File: src/include/dma_read_consts.svh
`ifndef DMA_READ_CONSTS_SVH
`define DMA_READ_CONSTS_SVH

// AXI byte address width
`define DMA_ADDR_W 32

// AXI read data and stream word width
`define DMA_DATA_W 32

// log2 of the FIFO depth and of the longest burst (16 beats)
// Also the width of ARLEN
`define DMA_LEN_W 4

// Transfer length in 32-bit words
`define DMA_RLEN_W 16

`endif
File: src/hw/dma_read_pkg.sv
`default_nettype none

`include "dma_read_consts.svh"

package dma_read_pkg;

   typedef logic [`DMA_ADDR_W-1:0] dma_addr_t;
   typedef logic [`DMA_DATA_W-1:0] dma_data_t;

   // Burst length in beats or FIFO level, one bit wider than ARLEN
   typedef logic [`DMA_LEN_W:0] dma_burst_t;

   typedef logic [`DMA_RLEN_W-1:0] dma_xfer_t;

   typedef enum logic {
      SCHED_IDLE,
      SCHED_RUN
   } dma_sched_state_t;

   typedef enum logic [1:0] {
      RD_IDLE,
      RD_ADDR,
      RD_DATA
   } dma_reader_state_t;

endpackage

`default_nettype wire

File: src/hw/dma_read.sv
`timescale 1ns/1ns
`default_nettype none

`include "dma_read_consts.svh"

module dma_read (
   input  wire                           clk_i,
   input  wire                           rst_n_i,
   // Transfer control
   input  wire                           r_start_i,
   input  wire dma_read_pkg::dma_addr_t  r_addr_i,
   input  wire dma_read_pkg::dma_xfer_t  r_length_i,
   input  wire dma_read_pkg::dma_burst_t r_max_len_i,
   output logic                          r_busy_o,
   output dma_read_pkg::dma_xfer_t       r_remaining_o,
   // AXI read address channel
   output dma_read_pkg::dma_addr_t       m_axi_araddr_o,
   output logic [`DMA_LEN_W-1:0]         m_axi_arlen_o,
   output logic                          m_axi_arvalid_o,
   input  wire                           m_axi_arready_i,
   // AXI read data channel
   input  wire dma_read_pkg::dma_data_t  m_axi_rdata_i,
   input  wire                           m_axi_rlast_i,
   input  wire                           m_axi_rvalid_i,
   output logic                          m_axi_rready_o,
   // Output stream
   output dma_read_pkg::dma_data_t       axis_tdata_o,
   output logic                          axis_tvalid_o,
   input  wire                           axis_tready_i
);

   import dma_read_pkg::*;

   localparam dma_burst_t FIFO_DEPTH = dma_burst_t'(1 << `DMA_LEN_W);

   dma_sched_state_t state_q;
   dma_sched_state_t state_d;
   dma_xfer_t        remaining_q;
   dma_xfer_t        remaining_d;
   dma_addr_t        burst_addr_q;
   dma_addr_t        burst_addr_d;
   dma_burst_t       max_len_q;
   logic             first_q;
   logic             start_ok;
   logic             last_beat;

   dma_burst_t       fifo_level;
   dma_burst_t       free_space;
   dma_burst_t       burst_len;
   logic             start_burst;
   logic             reader_busy;

   logic             fifo_wen;
   dma_data_t        fifo_wdata;
   logic             fifo_full;
   logic             fifo_ren;
   dma_data_t        fifo_rdata;
   logic             fifo_empty;

   assign start_ok   = r_start_i & (state_q == SCHED_IDLE);
   assign last_beat  = m_axi_rvalid_i & m_axi_rready_o & m_axi_rlast_i;
   assign free_space = FIFO_DEPTH - fifo_level;

   always_comb begin
      state_d      = state_q;
      remaining_d  = remaining_q;
      burst_addr_d = burst_addr_q;
      start_burst  = 1'b0;
      burst_len    = '0;

      case (state_q)
         SCHED_IDLE: begin
            if (start_ok) begin
               remaining_d  = r_length_i;
               burst_addr_d = r_addr_i;
               state_d      = SCHED_RUN;
            end
         end
         SCHED_RUN: begin
            if (remaining_q == '0) begin
               // Wait out the final beat; a zero length stays one extra cycle
               if (!first_q && (!reader_busy || last_beat)) begin
                  state_d = SCHED_IDLE;
               end
            end else if (!reader_busy) begin
               if ((remaining_q <= dma_xfer_t'(free_space)) &&
                   (remaining_q <= dma_xfer_t'(max_len_q))) begin
                  // Tail of the transfer fits in one burst
                  burst_len = dma_burst_t'(remaining_q);
               end else if (free_space >= max_len_q) begin
                  burst_len = max_len_q;
               end

               if (burst_len != '0) begin
                  start_burst  = 1'b1;
                  remaining_d  = remaining_q - dma_xfer_t'(burst_len);
                  burst_addr_d = burst_addr_q + (dma_addr_t'(burst_len) << 2);
               end
            end
         end
         default: state_d = SCHED_IDLE;
      endcase
   end

   always_ff @(posedge clk_i or negedge rst_n_i) begin
      if (!rst_n_i) begin
         state_q      <= SCHED_IDLE;
         remaining_q  <= '0;
         burst_addr_q <= '0;
         first_q      <= 1'b0;
      end else begin
         state_q      <= state_d;
         remaining_q  <= remaining_d;
         burst_addr_q <= burst_addr_d;
         first_q      <= start_ok;
      end
   end

   // Max burst length is fixed for the whole transfer
   always_ff @(posedge clk_i) begin
      if (start_ok) begin
         max_len_q <= r_max_len_i;
      end
   end

   assign r_busy_o      = (state_q == SCHED_RUN);
   assign r_remaining_o = remaining_q;

   dma_axi_burst_reader u_reader (
      .clk_i          (clk_i),
      .rst_n_i        (rst_n_i),
      .start_i        (start_burst),
      .addr_i         (burst_addr_q),
      .len_i          (burst_len),
      .busy_o         (reader_busy),
      .m_axi_araddr_o (m_axi_araddr_o),
      .m_axi_arlen_o  (m_axi_arlen_o),
      .m_axi_arvalid_o(m_axi_arvalid_o),
      .m_axi_arready_i(m_axi_arready_i),
      .m_axi_rdata_i  (m_axi_rdata_i),
      .m_axi_rlast_i  (m_axi_rlast_i),
      .m_axi_rvalid_i (m_axi_rvalid_i),
      .m_axi_rready_o (m_axi_rready_o),
      .fifo_full_i    (fifo_full),
      .fifo_wen_o     (fifo_wen),
      .fifo_wdata_o   (fifo_wdata)
   );

   dma_fifo_sync u_fifo (
      .clk_i    (clk_i),
      .rst_n_i  (rst_n_i),
      .w_en_i   (fifo_wen),
      .w_data_i (fifo_wdata),
      .w_full_o (fifo_full),
      .r_en_i   (fifo_ren),
      .r_data_o (fifo_rdata),
      .r_empty_o(fifo_empty),
      .level_o  (fifo_level)
   );

   dma_fifo_to_stream u_stream (
      .clk_i        (clk_i),
      .rst_n_i      (rst_n_i),
      .fifo_empty_i (fifo_empty),
      .fifo_read_o  (fifo_ren),
      .fifo_rdata_i (fifo_rdata),
      .axis_tdata_o (axis_tdata_o),
      .axis_tvalid_o(axis_tvalid_o),
      .axis_tready_i(axis_tready_i)
   );

endmodule

`default_nettype wire

File: src/hw/dma_fifo_to_stream.sv
`timescale 1ns/1ns
`default_nettype none

module dma_fifo_to_stream (
   input  wire                          clk_i,
   input  wire                          rst_n_i,
   // FIFO read port
   input  wire                          fifo_empty_i,
   output logic                         fifo_read_o,
   input  wire dma_read_pkg::dma_data_t fifo_rdata_i,
   // Output stream
   output dma_read_pkg::dma_data_t      axis_tdata_o,
   output logic                         axis_tvalid_o,
   input  wire                          axis_tready_i
);

   import dma_read_pkg::*;

   // The FIFO read register is the output slot
   // out_v_q marks that it holds a word not yet sent
   logic      out_v_q;
   logic      hold_v_q;
   dma_data_t hold_q;
   logic      pop;
   logic      spill;

   // Hold always carries the older word
   assign axis_tvalid_o = hold_v_q | out_v_q;
   assign axis_tdata_o  = hold_v_q ? hold_q : fifo_rdata_i;
   assign pop           = axis_tvalid_o & axis_tready_i;

   // A read is safe whenever hold is free
   assign fifo_read_o = ~fifo_empty_i & ~hold_v_q;

   // New read would overwrite an unsent output word
   assign spill = fifo_read_o & out_v_q & ~pop;

   always_ff @(posedge clk_i or negedge rst_n_i) begin
      if (!rst_n_i) begin
         out_v_q  <= 1'b0;
         hold_v_q <= 1'b0;
      end else if (hold_v_q) begin
         if (pop) begin
            hold_v_q <= 1'b0;
         end
      end else if (fifo_read_o) begin
         out_v_q <= 1'b1;
         if (spill) begin
            hold_v_q <= 1'b1;
         end
      end else if (pop) begin
         out_v_q <= 1'b0;
      end
   end

   always_ff @(posedge clk_i) begin
      if (spill) begin
         hold_q <= fifo_rdata_i;
      end
   end

endmodule

`default_nettype wire

File: src/hw/dma_axi_burst_reader.sv
`timescale 1ns/1ns
`default_nettype none

`include "dma_read_consts.svh"

module dma_axi_burst_reader (
   input  wire                           clk_i,
   input  wire                           rst_n_i,
   // Burst request from the scheduler
   input  wire                           start_i,
   input  wire dma_read_pkg::dma_addr_t  addr_i,
   input  wire dma_read_pkg::dma_burst_t len_i,
   output logic                          busy_o,
   // AXI read address channel
   output dma_read_pkg::dma_addr_t       m_axi_araddr_o,
   output logic [`DMA_LEN_W-1:0]         m_axi_arlen_o,
   output logic                          m_axi_arvalid_o,
   input  wire                           m_axi_arready_i,
   // AXI read data channel
   input  wire dma_read_pkg::dma_data_t  m_axi_rdata_i,
   input  wire                           m_axi_rlast_i,
   input  wire                           m_axi_rvalid_i,
   output logic                          m_axi_rready_o,
   // FIFO write port
   input  wire                           fifo_full_i,
   output logic                          fifo_wen_o,
   output dma_read_pkg::dma_data_t       fifo_wdata_o
);

   import dma_read_pkg::*;

   dma_reader_state_t     state_q;
   dma_reader_state_t     state_d;
   dma_addr_t             addr_q;
   logic [`DMA_LEN_W-1:0] arlen_q;
   dma_burst_t            len_m1;
   logic                  accept;
   logic                  beat;

   assign accept = start_i & (state_q == RD_IDLE);
   assign len_m1 = len_i - 1'b1;
   assign beat   = m_axi_rvalid_i & m_axi_rready_o;

   always_comb begin
      state_d = state_q;
      case (state_q)
         RD_IDLE: begin
            if (start_i) begin
               state_d = RD_ADDR;
            end
         end
         RD_ADDR: begin
            if (m_axi_arready_i) begin
               state_d = RD_DATA;
            end
         end
         RD_DATA: begin
            if (beat && m_axi_rlast_i) begin
               state_d = RD_IDLE;
            end
         end
         default: state_d = RD_IDLE;
      endcase
   end

   always_ff @(posedge clk_i or negedge rst_n_i) begin
      if (!rst_n_i) begin
         state_q <= RD_IDLE;
      end else begin
         state_q <= state_d;
      end
   end

   // Address and length stay put for the whole AR phase
   always_ff @(posedge clk_i) begin
      if (accept) begin
         addr_q  <= addr_i;
         arlen_q <= len_m1[`DMA_LEN_W-1:0];
      end
   end

   assign busy_o          = (state_q != RD_IDLE);
   assign m_axi_araddr_o  = addr_q;
   assign m_axi_arlen_o   = arlen_q;
   assign m_axi_arvalid_o = (state_q == RD_ADDR);

   // Beats go straight into the FIFO
   assign m_axi_rready_o = (state_q == RD_DATA) & ~fifo_full_i;
   assign fifo_wen_o     = beat;
   assign fifo_wdata_o   = m_axi_rdata_i;

endmodule

`default_nettype wire

File: src/hw/dma_fifo_sync.sv
`timescale 1ns/1ns
`default_nettype none

`include "dma_read_consts.svh"

module dma_fifo_sync (
   input  wire                           clk_i,
   input  wire                           rst_n_i,
   // Write port
   input  wire                           w_en_i,
   input  wire dma_read_pkg::dma_data_t  w_data_i,
   output logic                          w_full_o,
   // Read port
   input  wire                           r_en_i,
   output dma_read_pkg::dma_data_t       r_data_o,
   output logic                          r_empty_o,
   // Number of stored words
   output dma_read_pkg::dma_burst_t      level_o
);

   import dma_read_pkg::*;

   localparam dma_burst_t DEPTH = dma_burst_t'(1 << `DMA_LEN_W);

   dma_data_t             mem_q [0:DEPTH-1];
   logic [`DMA_LEN_W-1:0] wptr_q;
   logic [`DMA_LEN_W-1:0] rptr_q;
   dma_burst_t            level_q;
   logic                  wr_ok;
   logic                  rd_ok;

   // Overflow and underflow requests are dropped
   assign wr_ok = w_en_i & ~w_full_o;
   assign rd_ok = r_en_i & ~r_empty_o;

   assign w_full_o  = (level_q == DEPTH);
   assign r_empty_o = (level_q == '0);
   assign level_o   = level_q;

   always_ff @(posedge clk_i or negedge rst_n_i) begin
      if (!rst_n_i) begin
         wptr_q  <= '0;
         rptr_q  <= '0;
         level_q <= '0;
      end else begin
         if (wr_ok) begin
            wptr_q <= wptr_q + 1'b1;
         end
         if (rd_ok) begin
            rptr_q <= rptr_q + 1'b1;
         end
         case ({wr_ok, rd_ok})
            2'b10: level_q <= level_q + 1'b1;
            2'b01: level_q <= level_q - 1'b1;
            default: ;
         endcase
      end
   end

   // Storage and registered read data
   always_ff @(posedge clk_i) begin
      if (wr_ok) begin
         mem_q[wptr_q] <= w_data_i;
      end
      if (rd_ok) begin
         r_data_o <= mem_q[rptr_q];
      end
   end

endmodule

`default_nettype wire

File: config.mk
export PLATFORM = sky130hd
export DESIGN_NAME = dma_read
export DESIGN_NICKNAME = d
export VERILOG_FILES = /design/src/hw/dma_read_pkg.sv /design/src/hw/dma_read.sv /design/src/hw/dma_fifo_to_stream.sv /design/src/hw/dma_axi_burst_reader.sv /design/src/hw/dma_fifo_sync.sv
export VERILOG_INCLUDE_DIRS = /design/src /design/src/include
export SDC_FILE = /design/constraint.sdc
export NUM_CORES = 1
export LEC_CHECK = 0
export BUFFER_PORTS_ARGS = -buffer_cell sky130_fd_sc_hd__buf_4
export CAP_MARGIN = 20
export CORE_MARGIN = 4
export CORE_UTILIZATION = 65
export CTS_CLUSTER_SIZE = 25
export DETAILED_ROUTE_END_ITERATION = 16
export PLACE_DENSITY = 0.92
export SLEW_MARGIN = 20
export SYNTH_ARGS = -nofsm -noshare
export SYNTH_HDL_FRONTEND = slang
export SYNTH_SLANG_ARGS = --single-unit
File: constraint.sdc
create_clock -name clk_i -period 10.7 [get_ports clk_i]
set_input_delay 0.535 -clock clk_i [delete_from_list [all_inputs] [get_ports clk_i]]
set_output_delay 0.535 -clock clk_i [all_outputs]
set_load 0.02 [all_outputs]
* Yosys cells after proc, flatten, opt, wreduce, memory -nomap -nowiden
Memory sizes are Yosys's and may differ from the RTL's. A register that Yosys moved wholly into a read port is not among the register bits.
Cells that the tools add are included.
** Cells by class
- Equal/unequal tests :: 12
- Reduce and logical (&&, ||, !) cells :: 16
- Order comparisons :: 3
- Bitwise operators :: 17
- Add/sub/neg operators :: 8
- Muxes and demuxes :: 40
** Operators with widths (number)
- $mux 32 :: 5
- $mux 16 :: 4
- $pmux 32 s2 :: 1
- $add 32x7->32 :: 1
- $le 16x5->1 :: 2
- $pmux 16 s2 :: 1
- $mux 5 :: 5
- $logic_not 16->1 :: 1
- $sub 16x5->16 :: 1
- $mux 1 :: 15
- $mux 4 :: 3
- $and 1x1->1 :: 11
- $pmux 5 s2 :: 1
- $add 4x1->4 const B :: 2
- $ne 2x1->1 const B :: 4
- $mux 2 :: 3
- $ne 2x2->1 const B :: 3
- $pmux 2 s3 :: 1
- $reduce_bool 2->1 :: 3
- $add 5x1->5 const B :: 1
- $eq 5x5->1 const B :: 1
- $ge 5x5->1 :: 1
- $logic_not 5->1 :: 1
- $not 1->1 :: 5
- 15 further kinds :: 20
** Storage, ports and cells
- Output and inout port bits :: 88
- Memories :: 1
- Bits of input ports :: 92
- Logic and storage cells :: 111
- Bits in writable memories :: 512
- Flip-flop bits (word level) :: 140
** Memories
- u_fifo.mem_q :: depth 16, bits a word 32, rd ports 1, clocked after Yosys merged registers in 1, wr ports 1, RTL line dma_fifo_sync.sv:25 : dma_data_t mem_q [0:DEPTH-1];

* Depth between registers and ports, before layout
- Depth after elaboration :: 14
- Depth in mapped cells :: 21
- Gate-level depth less buffers :: 21

* Hierarchy
A second synthesis with hierarchy kept.
** Unflattened totals
- Cell total of the unflattened synthesis :: 1669
- Area, all modules :: 28519.9 µm²
** Modules (own cells, without submodules)
- dma_fifo_sync :: sequential area each 16661.0 µm², area an instance 21353.0 µm², times used 1, cells each 1044
- dma_read :: sequential area each 1401.3 µm², area an instance 4066.4 µm², times used 1, cells each 458
- dma_fifo_to_stream :: sequential area each 1011.0 µm², area an instance 1602.8 µm², times used 1, cells each 78
- dma_axi_burst_reader :: sequential area each 1131.1 µm², area an instance 1497.7 µm², times used 1, cells each 89

* Worst setup path before layout
Ideal clock, no wire load.
- Path type :: register -> register
- From :: reg u_fifo.level_q[0] (netlist: u_fifo.level_o[0])
- To :: mem u_fifo.mem_q[1][0] (netlist name), enable pin
- Path buffers :: 1
- Clock period less this slack :: 5.820 ns
- Cell stages (with the launch flop) :: 10
- Library setup time :: 0.501 ns
- Arrival :: 5.318 ns
- Data required time :: 10.199 ns
- Setup slack :: 4.880 ns
- Cell sequence :: dfrtp_1 inv_1 ha_1 nor3b_1 ha_1 nor3b_1 and2_1 clkbuf_1 inv_1 nor4_1
** On the way
- Word-level cells in the longest chain between the ends :: 7
** Ends and longest elaborated chain
- start: declaration :: RTL line dma_fifo_sync.sv:28 : dma_burst_t level_q;
- start signal: assignment :: RTL line dma_fifo_sync.sv:53 : 2'b10: level_q <= level_q + 1'b1;
- start signal: assignment :: RTL line dma_fifo_sync.sv:54 : 2'b01: level_q <= level_q - 1'b1;
- $eq 5x5->1 :: RTL line dma_fifo_sync.sv:36 : assign w_full_o = (level_q == DEPTH);
- $not 1->1 :: RTL line dma_axi_burst_reader.sv:88 : assign m_axi_rready_o = (state_q == RD_DATA) & ~fifo_full_i;
- $and 1x1->1 :: RTL line dma_axi_burst_reader.sv:88
- named net m_axi_rready_o :: RTL line dma_read.sv:25 : output logic m_axi_rready_o,
- $and 1x1->1 :: RTL line dma_axi_burst_reader.sv:42 : assign beat = m_axi_rvalid_i & m_axi_rready_o;
- $and 1x1->1 :: RTL line dma_fifo_sync.sv:33 : assign wr_ok = w_en_i & ~w_full_o;
- $mux 1 :: RTL line dma_fifo_sync.sv:62 : if (wr_ok) begin
- $mux 1 (not written as such) :: RTL line dma_fifo_sync.sv:63 : mem_q[wptr_q] <= w_data_i;
- end: declaration :: RTL line dma_fifo_sync.sv:25
The timed path passes the listed nets, and every way through them passes these cells.

* Final worst setup path
- From :: reg u_fifo.level_q[0] (netlist: u_fifo.level_o[0])
- To :: reg remaining_q[14] (netlist: r_remaining_o[14])
** On the way
- Word-level cells in the longest chain between the ends :: 12
- Elaborated cells on any way between the ends :: 17
- Classes of those cells :: add/sub: 2; order compare: 2; eq/ne: 1; mux: 9; reduce/logical: 3
** Ends and longest elaborated chain
- $sub 5x5->5 (*) :: RTL line dma_read.sv:62 : assign free_space = FIFO_DEPTH - fifo_level;
- $le 16x5->1 / $ge 5x5->1 (equally long branches) :: RTL line dma_read.sv:86, dma_read.sv:90
- $logic_and 1x1->1 / $mux 5 (equally long branches) :: RTL line dma_read.sv:86, dma_read.sv:90
- $mux 5 (*) :: RTL line dma_read.sv:86 : if ((remaining_q <= dma_xfer_t'(free_space)) &&
- $mux 5 (*) :: RTL line dma_read.sv:85 : end else if (!reader_busy) begin
- $mux 5 (*) :: RTL line dma_read.sv:80 : if (remaining_q == '0) begin
- $mux 5 (*) :: RTL line dma_read.sv:71 : case (state_q)
- $sub 16x5->16 :: RTL line dma_read.sv:96 : remaining_d = remaining_q - dma_xfer_t'(burst_len);
- $mux 16 :: RTL line dma_read.sv:94 : if (burst_len != '0) begin
- $mux 16 :: RTL line dma_read.sv:85
- $mux 16 :: RTL line dma_read.sv:80
- $pmux 16 s2 :: RTL line dma_read.sv:71
- end signal: assignment :: RTL line dma_read.sv:113 : remaining_q <= remaining_d;
- end: declaration :: RTL line dma_read.sv:38 : dma_xfer_t remaining_q;
Every way passes the cells marked *; elsewhere a longest branch is shown, timed or not. The select of a mux whose other input is x is not followed.
A chain may end at the register's enable or synchronous reset.

==> run_results.csv <==
group,metric,value,unit
finish,ff_latch_area,20200,sq um
worst_setup_path,cp_common_cell,"ha_1",
synthesis,yosys-top-cells-area,"edfxtp_1 (67%), mux4_2 (13%), dfrtp_1 (6.1%)",
timing,min_period,5430,ps
finish,drive_gt1_frac,0.320,
finish,finalCoreUtilization,0.755,
floorplanning,row_count,75,
timing,final-setup-viol-count,0,
timing,hold_ws,99.8,ps
synthesis,ys_seq_area_frac,0.734,
synthesis,netlist.area_leader.share,0.673,
floorplanning,io-pin-count,180,
worst_setup_path,crit_type,"flop to flop",
synthesis,netlist_area,27500,sq um
place,io_buffers,179,
route,avgViaCountPerCell,7.16,
timing,finClkSkew,31.6,ps
floorplanning,dieArea,45700,sq um
route,routed_wl,75500,um
timing,tns,0,ps
clock_tree,clockBufferDepth,3,
route,post_drt_wl_per_cell,33.9,um
finish,final_cells,2225,
clock_tree,cts-resized-gates,0,
route,first_pass_iters,8,
grt,grt_pass1_wl,110000,um
floorplanning,coreArea,41900,sq um
route,drt_iter0_markers,2518,
worst_setup_path,slowest_delay,860,ps
clock_tree,numCtsBuffers,66,
worst_setup_path,path_delay_family,"simple AND/OR/NAND/NOR gates",
worst_setup_path,critPathMaxFanout,9,
synthesis,synth.avg_cell_area,19.3,sq um
floorplanning,dieHeight,214,um
outcome,status,"finished, final reports clean",
clock_tree,path_clk_slew,70,ps
timing,slew_headroom,0.206,
synthesis,ys_types,67,
timing,fmax,184,MHz
clock_tree,holdBufCountCts,0,
synthesis,ys_async_sr_fraction,0.0980,
floorplanning,initial_core_util,0.656,
clock_tree,post_cts_buffers,0,
finish,area_growth,15.1,%
pwr,ir_drop,0.000211,V
grt,grt_pass1_vias,16186,
grt,antenna_found_initial,0,
timing,post-route-period-util,0.508,
worst_setup_path,worstPathArrival,5890,ps
synthesis,synthesis.nets,1559,
worst_setup_path,slowest_stage,"nor4_1",
grt,grt-ovfl-total,0,
clock_tree,cts.sinks,684,
timing,hold_viol_final,0,
worst_hold_path,min_path_type,"input pin to asynchronous set/reset pin",
flow_run,drv_cap,0,
timing,fin_ws,5270,ps
worst_setup_path,end_kind,"flop",
synthesis,yosys_warnings,0,
clock_tree,cts_max_level,3,
finish,fin_area,31700,sq um
route,ant_nets,0,
synthesis,synthFlopType,"edfxtp_1",
synthesis,synth_area_leader_cell,"edfxtp_1",
place,place_area,29600,sq um
grt,grt_max_degree,76,
place,dp_slack,5550,ps
finish,n_fill_cell,2056,
timing,worst_pin_slew,1190,ps
synthesis,synthCells,1426,
worst_setup_path,start_kind,"flop",
synthesis,synth_seq_cells,684,
grt,groute.usage.overall,0.336,
pwr,p_per_area,279,nW/um^2
clock_tree,insertion_delay,590,ps
finish,multiInputGateArea,7010,sq um
floorplanning,die_width,214,um
place,dp.cells,2110,
pwr,leakage,10.9,nW
worst_setup_path,cp_cell_sequence,"inv_1, ha_1, nor3b_1, ha_1, ha_1, mux2i_1, a21oi_1, nor3_2, nand2_1, o21ai_0, ha_1, fa_1, nor2b_1, o21ai_0, a21boi_0, nor4_1, nand4_1, mux2i_1, a221o_1",
synthesis,synth_edf_count,617,
finish,final_net_count,1773,
route,vias,15935,
timing,finalMaxSlewViolations,0,
pwr,p_total,8.83,mW
route,drc_errors,0,
place,routabilityCongestion,0.900,
worst_setup_path,cp.required,11160,ps
clock_tree,cts_tree,"yes",
timing,rsz0062_at_grt,"no",
place,hpwl,39200,um
worst_setup_path,cp_num_buf_inv,1,
clock_tree,cts_root_buf,"clkbuf_16",
## registers in the layout, summed over array words and instances (netlist names), 2 cells and up
register                 count
u_fifo.r_data_o             32
u_reader.m_axi_araddr_o     32
burst_addr_q                32
u_fifo.mem_q               512
u_fifo.rptr_q                4
u_reader.state_q             2
r_remaining_o               16
u_fifo.wptr_q                4
u_stream.hold_q             32
u_fifo.level_o               5
max_len_q                    5
u_reader.m_axi_arlen_o       4
## worst register-to-register path, delay by kind of cell (launching register included)
family / cells / cell delay [ps]
compound gates: 5 / 980
fa+ha+maj: 5 / 1360
buf+inv: 1 / 170
flops: 1 / 450
mux: 2 / 350
simple gates: 6 / 2010
## cells by family (layout without fill, tap and decap cells)
| group | Yosys count | in the layout | synth area share |
|---|---|---|---|
| fa+ha+maj | 41 | 41 | 0.0195 |
| buf+inv | 110 | 369 | 0.0151 |
| simple gates | 201 | 201 | 0.0371 |
| other cells | 0 | 1 | 0 |
| mux | 203 | 203 | 0.148 |
| flops | 684 | 684 | 0.734 |
| xor+xnor | 26 | 26 | 0.00827 |
| compound gates | 161 | 161 | 0.0381 |
## routing by layer
metal	part of all wire	GRT usage	vias up	wire, um
li1	-	-	6241	-
met1	0.33	0.441	8011	25200
met2	0.51	0.559	1411	38200
met3	0.11	0.0634	272	8110
met4	0.052	0.152	0	3960
met5	0	0	-	0
## power breakdown
part           leakage (nW)  internal (mW)  switching (mW)
combinational          3.43           1.31            1.63
sequential             6.44           3.33           0.312
clock                 0.988           1.24            1.01
## synthesized netlist by cell type, types with 14 or more instances
cell      instances
o22ai_1          17
ha_1             38
nand3_1          24
nor3_1           16
buf_1            14
edfxtp_1        617
nand2_1          49
dfrtp_1          67
o21ai_0          34
clkbuf_1         48
mux2_2           34
a21oi_1          42
inv_1            44
mux4_2          160
nor2_1           42
nand4_1          17
## final timing paths
kind / start / end / slack, ps / depth (start not counted)
max: u_fifo.level_o[0] / r_remaining_o[14] / 5270 / 19
min: rst_n_i / r_remaining_o[6] / 100 / 1
max reg2reg: u_fifo.level_o[0] / r_remaining_o[14] / 5270 / 19
min reg2reg: u_fifo.r_data_o[11] / u_stream.hold_q[11] / 440 / 0
max in group asynchronous: rst_n_i / u_fifo.rptr_q[0] / 9880 / 1
min in group clk_i: r_max_len_i[3] / max_len_q[3] / 130 / 1
## final cells by class
type	count	area share
sequential	684	0.638
tap	539	0.0213
multi-input combinational	632	0.221
antenna	1	0.0000790
clock inverter	38	0.00983
timing repair buffer	211	0.0509
inverter	45	0.00533
clock buffer	75	0.0535
## placed cells by master (no fill, tap or decap), types with 5 or more instances in the layout
master and instances:
clkbuf_1 8, buf_4 208, nor4_1 5, nand3_1 24, nor3_1 12, nand2_1 49
a31oi_1 9, mux2i_1 9, a211oi_1 10, a21oi_1 41, clkinv_2 17, clkinv_1 9
a21o_1 8, clkbuf_16 66, dfrtp_1 63, xor2_1 13, o22ai_1 17, o21ai_0 34
edfxtp_1 617, nor2_4 5, mux4_2 160, nor2_1 37, nor2b_1 11, inv_1 44
ha_1 38, mux2_2 34, nand4_1 17, nor3_2 5, xnor2_1 13
No activity file was read; power rests on OpenSTA's default activity.
